$ cat config.mk
export PLATFORM = sky130hd
export DESIGN_NAME = fetch_top
export DESIGN_NICKNAME = d
export VERILOG_FILES = /design/src/core_pkg.sv /design/src/bus_pkg.sv /design/src/pc_gen.sv /design/src/fetch_ctrl.sv /design/src/inst_latch.sv /design/src/isram.sv /design/src/fetch_top.sv
export SDC_FILE = /design/constraint.sdc
export NUM_CORES = 1
export LEC_CHECK = 0
export ABC_CLOCK_PERIOD_IN_PS = 3100
export BUFFER_PORTS_ARGS = -buffer_cell sky130_fd_sc_hd__buf_2
export CORE_UTILIZATION = 55
export DETAILED_ROUTE_END_ITERATION = 7
export PLACE_DENSITY = 0.9
export REMOVE_ABC_BUFFERS = 1
export SYNTH_ARGS = -nofsm -noshare
export SYNTH_HDL_FRONTEND = slang
export SYNTH_SLANG_ARGS = --single-unit
$ cat constraint.sdc
create_clock -name clk -period 3.1 [get_ports clk]
set_input_delay 0.155 -clock clk [delete_from_list [all_inputs] [get_ports clk]]
set_output_delay 0.155 -clock clk [all_outputs]
set_load 0.05 [all_outputs]
$ cat src/prog.hex
// one 32-bit instruction word per line in hex, word 0 first.
00500093
00a00113
002081b3
40208233
0030f2b3
0041e333
0052c3b3
00209413
0020d493
4020d513
00c00593
00b50633
fff60693
00d02023
00002703
00e68463
00108093
fe209ee3
00000797
00078813
123458b7
00c000ef
00008067
0100006f
01f00913
41298a33
00a9aa23
014a2b03
016b0bb3
0ffbfc13
000c0c93
00100073

$ cat src/core_pkg.sv
// core types and fetch constants; addresses and instructions are 32 bits and fetch targets are word aligned.
`default_nettype none

package core_pkg;

	// Instruction address, byte addressed.
	typedef logic [31:0] pc_t;

	// Raw instruction word as stored in memory.
	typedef logic [31:0] inst_t;

	localparam pc_t RESET_PC = 32'h0000_0000; // first fetch after reset.
	localparam pc_t PC_STEP = 32'd4; // no compressed instructions, so always one word.

endpackage

`default_nettype wire

$ cat src/bus_pkg.sv
// read-data channel response codes; only OKAY and SLVERR are ever produced by the memory.
`default_nettype none

package bus_pkg;

	typedef logic [1:0] resp_t;

	localparam resp_t RESP_OKAY = 2'b00; // good read.
	localparam resp_t RESP_SLVERR = 2'b10; // address beyond the memory depth.

endpackage

`default_nettype wire

$ cat src/pc_gen.sv
// program counter with one pending redirect; pc must stay stable while busy so araddr holds during a request.
`timescale 1ns/1ps
`default_nettype none

module pc_gen (
	input  logic          clk,
	input  logic          rst,
	input  logic          busy,
	input  logic          advance,
	input  logic          redirect_valid,
	input  core_pkg::pc_t redirect_target,
	output core_pkg::pc_t pc
);
	import core_pkg::*;

	pc_t  pend_target;
	logic pend_valid;

	// The pc only moves outside a transaction, except for the step on a kept fetch.
	always_ff @(posedge clk) begin
		if (rst) begin
			pc <= RESET_PC;
			pend_valid <= 1'b0;
		end else if (!busy) begin
			if (redirect_valid) begin
				pc <= redirect_target; // a fresh target beats an older pending one.
			end else if (pend_valid) begin
				pc <= pend_target;
			end
			pend_valid <= 1'b0;
		end else begin
			if (redirect_valid) begin
				pend_valid <= 1'b1; // applied on the first idle cycle.
			end
			if (advance) begin
				pc <= pc + PC_STEP;
			end
		end
	end

	always_ff @(posedge clk) begin
		if (busy && redirect_valid) begin
			pend_target <= redirect_target; // the latest target wins.
		end
	end

endmodule

`default_nettype wire

$ cat src/fetch_ctrl.sv
// one read in flight at a time; a redirect during a read drops that read instead of aborting it on the bus.
`timescale 1ns/1ps
`default_nettype none

module fetch_ctrl (
	input  logic clk,
	input  logic rst,
	input  logic redirect_valid,
	input  logic slot_valid,
	input  logic decode_allowin,
	input  logic arready,
	input  logic rvalid,
	output logic arvalid,
	output logic rready,
	output logic busy,
	output logic advance,
	output logic capture
);

	typedef enum logic [1:0] {
		IDLE,
		REQ,
		WAIT_R
	} fetch_state_t;

	fetch_state_t state;
	fetch_state_t state_next;
	logic         drop;
	logic         ar_shake;
	logic         r_shake;
	logic         keep;

	assign arvalid = (state == REQ);
	assign rready = (state == WAIT_R);
	assign busy = (state != IDLE);
	assign ar_shake = arvalid && arready;
	assign r_shake = rvalid && rready;

	// A redirect on the handshake cycle itself also kills the data.
	assign keep = r_shake && !drop && !redirect_valid;
	assign advance = keep;
	assign capture = keep;

	always_comb begin
		state_next = state;
		case (state)
			IDLE: begin
				// start only when the slot will have room for the result.
				if (!slot_valid || decode_allowin) begin
					state_next = REQ;
				end
			end
			REQ: begin
				if (ar_shake) begin
					state_next = WAIT_R;
				end
			end
			WAIT_R: begin
				if (r_shake) begin
					state_next = IDLE;
				end
			end
			default: state_next = IDLE;
		endcase
	end

	always_ff @(posedge clk) begin
		if (rst) begin
			state <= IDLE;
		end else begin
			state <= state_next;
		end
	end

	// drop lives for one transaction and is cleared when the data returns.
	always_ff @(posedge clk) begin
		if (rst) begin
			drop <= 1'b0;
		end else if (r_shake) begin
			drop <= 1'b0;
		end else if (busy && redirect_valid) begin
			drop <= 1'b1;
		end
	end

endmodule

`default_nettype wire

$ cat src/inst_latch.sv
// one-entry output slot; capture is only ever raised when the slot is empty or being taken that cycle.
`timescale 1ns/1ps
`default_nettype none

module inst_latch (
	input  logic            clk,
	input  logic            rst,
	input  logic            capture,
	input  logic            decode_allowin,
	input  core_pkg::pc_t   pc,
	input  core_pkg::inst_t rdata,
	input  bus_pkg::resp_t  rresp,
	output logic            fetch_valid,
	output core_pkg::pc_t   fetch_pc,
	output core_pkg::inst_t fetch_inst,
	output logic            fetch_fault
);
	import bus_pkg::*;

	always_ff @(posedge clk) begin
		if (rst) begin
			fetch_valid <= 1'b0;
		end else if (capture) begin
			fetch_valid <= 1'b1;
		end else if (decode_allowin) begin
			fetch_valid <= 1'b0; // taken with nothing new behind it.
		end
	end

	// pc still points at the fetched word here, since the step lands on this same edge.
	always_ff @(posedge clk) begin
		if (capture) begin
			fetch_pc <= pc;
			fetch_inst <= rdata;
			fetch_fault <= (rresp != RESP_OKAY);
		end
	end

endmodule

`default_nettype wire

$ cat src/isram.sv
// instruction memory model loaded from prog.hex; needs R_LAT >= 1, AR_LAT and R_LAT below 256, word-aligned reads.
`timescale 1ns/1ps
`default_nettype none

module isram #(
	parameter int MEM_WORDS = 32,
	parameter int AR_LAT = 1,
	parameter int R_LAT = 2
) (
	input  logic            clk,
	input  logic            rst,
	input  core_pkg::pc_t   araddr,
	input  logic            arvalid,
	output logic            arready,
	output logic            rvalid,
	output core_pkg::inst_t rdata,
	output bus_pkg::resp_t  rresp,
	input  logic            rready
);
	import core_pkg::*;
	import bus_pkg::*;

	localparam int IDX_W = (MEM_WORDS > 1) ? $clog2(MEM_WORDS) : 1;
	localparam int CNT_W = 8;

	inst_t            mem [MEM_WORDS];
	logic [CNT_W-1:0] ar_cnt;
	logic [CNT_W-1:0] r_cnt;
	logic [IDX_W-1:0] word_idx;
	logic             in_range;
	logic             ar_shake;

	initial begin
		$readmemh("/design/src/prog.hex", mem);
	end

	assign word_idx = araddr[IDX_W+1:2];
	assign in_range = (araddr[31:2] < 30'(MEM_WORDS));
	assign arready = arvalid && (ar_cnt == CNT_W'(AR_LAT)); // ready after AR_LAT waiting cycles.
	assign ar_shake = arvalid && arready;

	// Counts how long arvalid has been waiting.
	always_ff @(posedge clk) begin
		if (rst || !arvalid || ar_shake) begin
			ar_cnt <= '0;
		end else begin
			ar_cnt <= ar_cnt + 1'b1;
		end
	end

	// r_cnt runs down to zero as rvalid rises, so it is idle once the data is out.
	always_ff @(posedge clk) begin
		if (rst) begin
			rvalid <= 1'b0;
			r_cnt <= '0;
		end else if (ar_shake) begin
			rvalid <= (R_LAT == 1);
			r_cnt <= CNT_W'(R_LAT - 1);
		end else if (rvalid && rready) begin
			rvalid <= 1'b0;
		end else if (r_cnt != '0) begin
			r_cnt <= r_cnt - 1'b1;
			if (r_cnt == CNT_W'(1)) begin
				rvalid <= 1'b1; // held until rready.
			end
		end
	end

	// The word is read at the address handshake and held through the data phase.
	always_ff @(posedge clk) begin
		if (ar_shake) begin
			if (in_range) begin
				rdata <= mem[word_idx];
				rresp <= RESP_OKAY;
			end else begin
				rdata <= '0;
				rresp <= RESP_SLVERR;
			end
		end
	end

endmodule

`default_nettype wire

$ cat src/fetch_top.sv
// fetch subsystem top; redirect_valid is a one-cycle pulse and redirect targets must be word aligned.
`timescale 1ns/1ps
`default_nettype none

module fetch_top #(
	parameter int AR_LAT = 1,
	parameter int R_LAT = 2,
	parameter int MEM_WORDS = 32
) (
	input  logic            clk,
	input  logic            rst,
	input  logic            redirect_valid,
	input  core_pkg::pc_t   redirect_target,
	input  logic            decode_allowin,
	output logic            fetch_valid,
	output core_pkg::pc_t   fetch_pc,
	output core_pkg::inst_t fetch_inst,
	output logic            fetch_fault
);
	import core_pkg::*;
	import bus_pkg::*;

	// Read channel between the controller, the counter and the memory.
	pc_t   araddr;
	logic  arvalid;
	logic  arready;
	logic  rvalid;
	logic  rready;
	inst_t rdata;
	resp_t rresp;

	// Strobes from the controller to the datapath.
	logic busy;
	logic advance;
	logic capture;

	fetch_ctrl i_ctrl (
		.clk           (clk),
		.rst           (rst),
		.redirect_valid(redirect_valid),
		.slot_valid    (fetch_valid), // the slot's valid doubles as its fullness.
		.decode_allowin(decode_allowin),
		.arready       (arready),
		.rvalid        (rvalid),
		.arvalid       (arvalid),
		.rready        (rready),
		.busy          (busy),
		.advance       (advance),
		.capture       (capture)
	);

	pc_gen i_pc (
		.clk            (clk),
		.rst            (rst),
		.busy           (busy),
		.advance        (advance),
		.redirect_valid (redirect_valid),
		.redirect_target(redirect_target),
		.pc             (araddr)
	);

	inst_latch i_latch (
		.clk           (clk),
		.rst           (rst),
		.capture       (capture),
		.decode_allowin(decode_allowin),
		.pc            (araddr),
		.rdata         (rdata),
		.rresp         (rresp),
		.fetch_valid   (fetch_valid),
		.fetch_pc      (fetch_pc),
		.fetch_inst    (fetch_inst),
		.fetch_fault   (fetch_fault)
	);

	isram #(
		.MEM_WORDS(MEM_WORDS),
		.AR_LAT   (AR_LAT),
		.R_LAT    (R_LAT)
	) i_mem (
		.clk    (clk),
		.rst    (rst),
		.araddr (araddr),
		.arvalid(arvalid),
		.arready(arready),
		.rvalid (rvalid),
		.rdata  (rdata),
		.rresp  (rresp),
		.rready (rready)
	);

endmodule

`default_nettype wire

==> results.cfg, run 1 <==
[die]
fp.dieArea_um2 = 10600
die_h_um = 102.9
io_pins = 102
coreArea_um2 = 9819
start_util_pct = 57.07
placementRows = 36
die_w_um = 102.9

[timing]
clock_skew_ps = 7.449
fmax_mhz = 426.5
finalCriticalPeriod_ps = 2345
rsz0062_at_grt = false
tns_ps = 0
period_share_pct = 75.64
finalSetupViolations = 0
worst_pin_slew_ps = 1146
drv_slew = 0
hold_viol = 0
layout_setup_ws_ps = 755.1
max_slew_margin_pct = 23.58

[cts]
h-tree-depth = 4
cts.path.max_buffers = 2
cts_inserted_buffers = 17
cts_sinks = 120
cts_resized = 0
tritoncts = yes
clkTransAtPathRegs_ps = 60
clk_latency_ps = 520
cts_root_buffer = clkbuf_8

[yosys]
synth.distinct_cells = 61
synth-main-ff-cell = edfxtp_1
yosysTopAreaCellShare_pct = 35.37
synthArstFlopShare_pct = 0
syn-mean-instance-area_um2 = 10.51
synth_edf_count = 66
yosys_warnings = 0
synthCells = 533
ys_ff_latch = 120
synth_largest_area_cell = edfxtp_1
syn_area_um2 = 5604
ys_seq_area_share_pct = 54.66
yosys-top-cells-area = edfxtp_1 (35%), dfxtp_1 (19%), buf_4 (4.8%), mux2i_1 (4.8%), nor2_1 (3.3%)

[grt]
grt_first_pass_wirelength_um = 21290
antenna_found_initial = 0
grt_max_degree = 47
grt-ovfl-total = 0
track_usage_pct = 26.61
grt_pass1_vias = 4411

[status]
outcome = finished clean

[setup_path]
slowest_stage = and4_1
worstSetupStartpointType = flop
crit_chain = ha_1 > and3_1 > and4_1 > nand3_1 > or3_1 > a31oi_1
cp-end-kind = flop
cp.required_ps = 3530
path_max_fanout = 13
cp_slowest_stage_delay_ps = 580
crit_type = reg2reg
critPathArrivalTime_ps = 2780

[place]
gp_congestion = 0.9173
io_buffers = 69
pre_cts_ws_ps = 845.0
hpwl_um = 8009

[finish]
area_delta_synth_final_pct = 22.08
drive_gt1_share_pct = 18.35
layout.nets = 672
antennaDiodeCount = 0
layout_commonest_cell = buf_2
nFillCells = 680
most-common-layout-cells = buf_2 (69), edfxtp_1 (66), dfxtp_1 (54), nor2_1 (49), a21oi_1 (36)

[pwr]
p_sw_mw = 1.765
ir_worst_vdd_mv = 0.4838
p_seq_share_pct = 41.0
power-per-cell-area_nw_per_um2 = 785.4
p_leak_nw = 2.649
p_sw_share_pct = 32.84
power.total_mw = 5.373
pwr-share-comb_pct = 23.4
p_int_mw = 3.608
p_clk_share_pct = 35.6

[detailed_routing]
drc = 0
drt_iter0_drc = 450
antenna_left = 0
vias_per_cell = 5.888
dr.pass1.iters = 6
avgRoutedWirePerCell_um = 17.01
drt-total-wl_um = 13200
vias = 4569

[hold_path]
min_path_type = in2reg

[job]
cap_violations = 0
registers in the layout, summed over array words and instances (netlist names):
signal / count
i_pc.pend_valid: 1
i_mem.ar_cnt: 8
i_mem.rresp: 1
i_pc.pend_target: 32
i_pc.pc: 32
i_ctrl.state: 2
i_mem.rvalid: 1
i_latch.fetch_fault: 1
i_ctrl.drop: 1
i_latch.fetch_valid: 1
i_latch.fetch_pc: 32
i_mem.r_cnt: 8
worst paths after layout:
check	cells after the start	start	slack (ps)	to
setup reg to reg	6	i_pc.pc[2]	760	i_pc.pc[30]
setup / recovery	6	i_pc.pc[2]	760	i_pc.pc[30]
hold / removal	2	rst	250	i_pc.pc[17]
hold reg to reg	0	i_mem.rresp[1]	410	i_latch.fetch_fault
per-stage QoR:
step | area, um^2 | std cells | hold slack [ps] | utilization, %
2_1_floorplan | 5341 | 502 | 224.1 | -
3_3_place_gp | 5921 | 711 | 347.4 | 60.30
3_5_place_dp | 5921 | 711 | 349.4 | 60.30
4_1_cts | 6842 | 776 | 214.4 | 69.67
5_1_grt | 6842 | 776 | 272.3 | 69.67
6_report | 6842 | 776 | 250.8 | 69.67
metal layers:
layer | GRT usage [%] | up-vias | wire length (um) | part of all wire [%]
li1 | - | 2114 | - | -
met2 | 44.82 | 264 | 6546 | 50
met4 | 11.48 | 0 | 261 | 2.0
met1 | 32.97 | 2161 | 5427 | 41
met5 | 0 | - | 0 | 0
met3 | 5.966 | 30 | 966 | 7.3
critical path, delay by kind of cell (launching register included):
| kind | cells | cell delay, ps |
|---|---|---|
| AND/OR/NAND/NOR | 4 | 1410 |
| flip-flops | 1 | 430 |
| adder cells (fa/ha/maj) | 1 | 240 |
| AO/OA/AOI/OAI | 1 | 180 |
cell families after synthesis:
kind of cell | count (synthesis) | share of synthesized area, %
AO/OA/AOI/OAI | 98 | 10.87
XOR/XNOR | 12 | 1.876
adder cells (fa/ha/maj) | 6 | 1.340
buffers and inverters | 72 | 7.435
flip-flops | 120 | 54.66
multiplexers | 31 | 5.626
other | 1 | 0.06691
AND/OR/NAND/NOR | 193 | 18.13
synth_stat cells (all sizes together) (4+ instances only):
| master | n |
|---|---|
| edfxtp | 66 |
| dfxtp | 54 |
| nor2 | 50 |
| buf | 46 |
| a21oi | 36 |
| nand2 | 30 |
| nand3 | 28 |
| mux2i | 27 |
| nor3 | 21 |
| o21ai | 21 |
| clkbuf | 16 |
| nand4 | 11 |
| nor4 | 11 |
| a31oi | 10 |
| inv | 10 |
| xor2 | 9 |
| and3 | 8 |
| ha | 6 |
| a211oi | 5 |
| or3 | 5 |
| and4 | 4 |
| mux2 | 4 |
| nand2b | 4 |
| o32ai | 4 |
power groups by stage:
stage          clock network, mW  logic (mW)  registers, mW
2_1_floorplan                  0       0.880           2.14
6_report                    1.91        1.26           2.20
5_1_grt                     2.01        1.38           2.23
4_1_cts                     1.93        1.23           2.19
3_3_place_gp                   0        1.11           2.19
3_5_place_dp                   0        1.18           2.21
final cells by class:
cell class / instances / area (um^2) / share of cell area [%]
Clock buffer: 22 / 505.5 / 7.388
Clock inverter: 10 / 85.08 / 1.244
Inverter: 10 / 37.54 / 0.5486
Multi-Input combinational cell: 372 / 2243 / 32.79
Sequential cell: 120 / 3063 / 44.77
Tap cell: 133 / 166.4 / 2.432
Timing Repair Buffer: 109 / 740.7 / 10.83
what timing repair did:
item / in CTS / in global routing
hold buffers: 33 / 0
setup buffers: 0 / 0
endpoints found under the hold margin: 36 / 0
Note: power is estimated with default switching activity, not from simulation.
==> run 2, diff against run 1 <==
--- a/config.mk
+++ b/config.mk
@@ -5,7 +5,7 @@
 export SDC_FILE = /design/constraint.sdc
 export NUM_CORES = 1
 export LEC_CHECK = 0
-export ABC_CLOCK_PERIOD_IN_PS = 3100
+export ABC_CLOCK_PERIOD_IN_PS = 2200
 export BUFFER_PORTS_ARGS = -buffer_cell sky130_fd_sc_hd__buf_2
 export CORE_UTILIZATION = 55
 export DETAILED_ROUTE_END_ITERATION = 7
==> constraint.sdc (replaced) <==
create_clock -name clk -period 2.2 [get_ports clk]
set_input_delay 0.11 -clock clk [delete_from_list [all_inputs] [get_ports clk]]
set_output_delay 0.11 -clock clk [all_outputs]
set_load 0.05 [all_outputs]
==> run 2 against run 1 <==
Register-to-register slack worse by 620 ps. Cell count rose by 1.0%. Count of clock-buffer cells in the layout fell by 1. Clock power is 39% higher. Flip-flop and latch count unchanged. Core utilization grew 0.70 points. Setup slack got worse by 620 ps. Routed wire length increased by 7.5%. Power increased by 42%. Sequential share of layout area down 0.45 points. Global-route usage increased by 1.3 points. Critical path type unchanged. Highest routed layer unchanged.
==> results.cfg, run 2 (synthesized netlist as in run 1, its figures left out) <==
[status]
outcome = finished clean

[timing]
hold_viol = 0
rsz0062_at_grt = false
whs_ps = 102.9
max_slew_margin_pct = 52.56
finalSetupViolations = 0
tns_ps = 0
drv_slew = 0
layout_setup_ws_ps = 139.8
period_share_pct = 93.65
finalCriticalPeriod_ps = 2060
fmax_mhz = 485.4
worst_pin_slew_ps = 710.8
clock_skew_ps = 9.081

[die]
coreArea_um2 = 9819
io_pins = 102
start_util_pct = 57.07
fp.dieArea_um2 = 10600
die_w_um = 102.9
placementRows = 36
die_h_um = 102.9

[grt]
grt_max_degree = 36
grt_use_met1_pct = 32.86
grt-ovfl-total = 0
grt_use_met2_pct = 47.33
antenna_found_initial = 0
track_usage_pct = 27.95
grt_pass1_vias = 4540
grt_busiest_layer = met2
grt_first_pass_wirelength_um = 22180
gr-usage-met3_pct = 7.932

[detailed_routing]
dr.pass1.iters = 7
drc = 0
drt-total-wl_um = 14190
drt_iter0_drc = 492
vias_per_cell = 6.106
avgRoutedWirePerCell_um = 18.10
antenna_left = 0
vias = 4787

[setup_path]
critPathArrivalTime_ps = 2510
cp_slowest_stage_delay_ps = 470
worstSetupStartpointType = flop
slowest_stage = dfxtp_1
path_max_fanout = 10
cp.required_ps = 2650
cp-end-kind = flop
crit_family = simple AND/OR/NAND/NOR gates
crit_type = reg2reg
crit_chain = ha_1 > and3_1 > and4_2 > nand4_1 > or3_1 > a31oi_1
critPathBufInv = 0

[place]
hpwl_um = 8483
dpl-instance-area_um2 = 6018
gp_congestion = 0.9192
pre_cts_ws_ps = 192.6
io_buffers = 69
placedCellCount = 719

[finish]
fin_cells = 784
layout_commonest_cell = buf_2
drive_gt1_share_pct = 18.74
reg_top3 = i_latch.fetch_pc: 32 flops, i_pc.pc: 32 flops, i_pc.pend_target: 32 flops
layout.nets = 680
fin_util_pct = 70.37
most-common-layout-cells = buf_2 (69), edfxtp_1 (66), dfxtp_1 (54), nor2_1 (49), a21oi_1 (36)
area_delta_synth_final_pct = 23.31
fin_area_um2 = 6910
antennaDiodeCount = 0

[pwr]
pwr-share-comb_pct = 24.3
ir_worst_vdd_mv = 0.7441
p_sw_mw = 2.475
p_clk_share_pct = 35.0
p_int_mw = 5.133
p_sw_share_pct = 32.53
p_seq_share_pct = 40.7
p_leak_nw = 2.684
power-per-cell-area_nw_per_um2 = 1101
power.total_mw = 7.608

[cts]
cts_root_buffer = clkbuf_8
cts.path.max_buffers = 2
cts_inserted_buffers = 17
cts_sinks = 120
post_cts_buffers = 0
tritoncts = yes
clk_latency_ps = 530
h-tree-depth = 4
clkTransAtPathRegs_ps = 60

[job]
cap_violations = 0

[hold_path]
min_path_type = in2reg
## run 2: worst reg2reg max path: stages, from the launching register on
cell and delay, ps:
dfxtp_1 470, ha_1 240, and3_1 210, and4_2 400, nand4_1 150, or3_1 330
a31oi_1 180
## run 2: metal layers
metal  vias to the layer above  share of wire, %
met2                       353                49
met1                      2247                39
met3                        62               9.0
met5                         -                 0
met4                         0               3.4
li1                       2125                 -
## run 2: timing repair
action / in CTS / in global routing
hold endpoints to repair: 37 / 0
resized for setup: 0 / 1
hold buffers: 33 / 0
endpoints found under the setup margin: 0 / 2
## run 2: area by class of cell
cell class | instances | area, um^2
inverter | 10 | 37.54
fill | 678 | 2909
clock inverter | 11 | 131.4
tap | 133 | 166.4
clock buffer | 21 | 429.2
multi-input combinational | 372 | 2245
sequential | 120 | 3063
timing repair buffer | 117 | 838.3
## run 2: final timing paths
kind         cells past startpoint           start  slack (ps)             endpoint
max                              6      i_pc.pc[2]         140          i_pc.pc[28]
min                              2             rst         100          i_pc.pc[14]
max reg2reg                      6      i_pc.pc[2]         140          i_pc.pc[28]
min reg2reg                      0  i_mem.rresp[1]         430  i_latch.fetch_fault
## run 2: power groups by stage
| stage | clock, mW | sequential, mW | combinational, mW |
|---|---|---|---|
| finish | 2.66 | 3.10 | 1.85 |
| detailed placement | 0 | 3.11 | 1.74 |
| global route | 2.77 | 3.13 | 2.01 |
| CTS | 2.67 | 3.07 | 1.81 |
| floorplan | 0 | 3.01 | 1.24 |
| global placement | 0 | 3.08 | 1.65 |
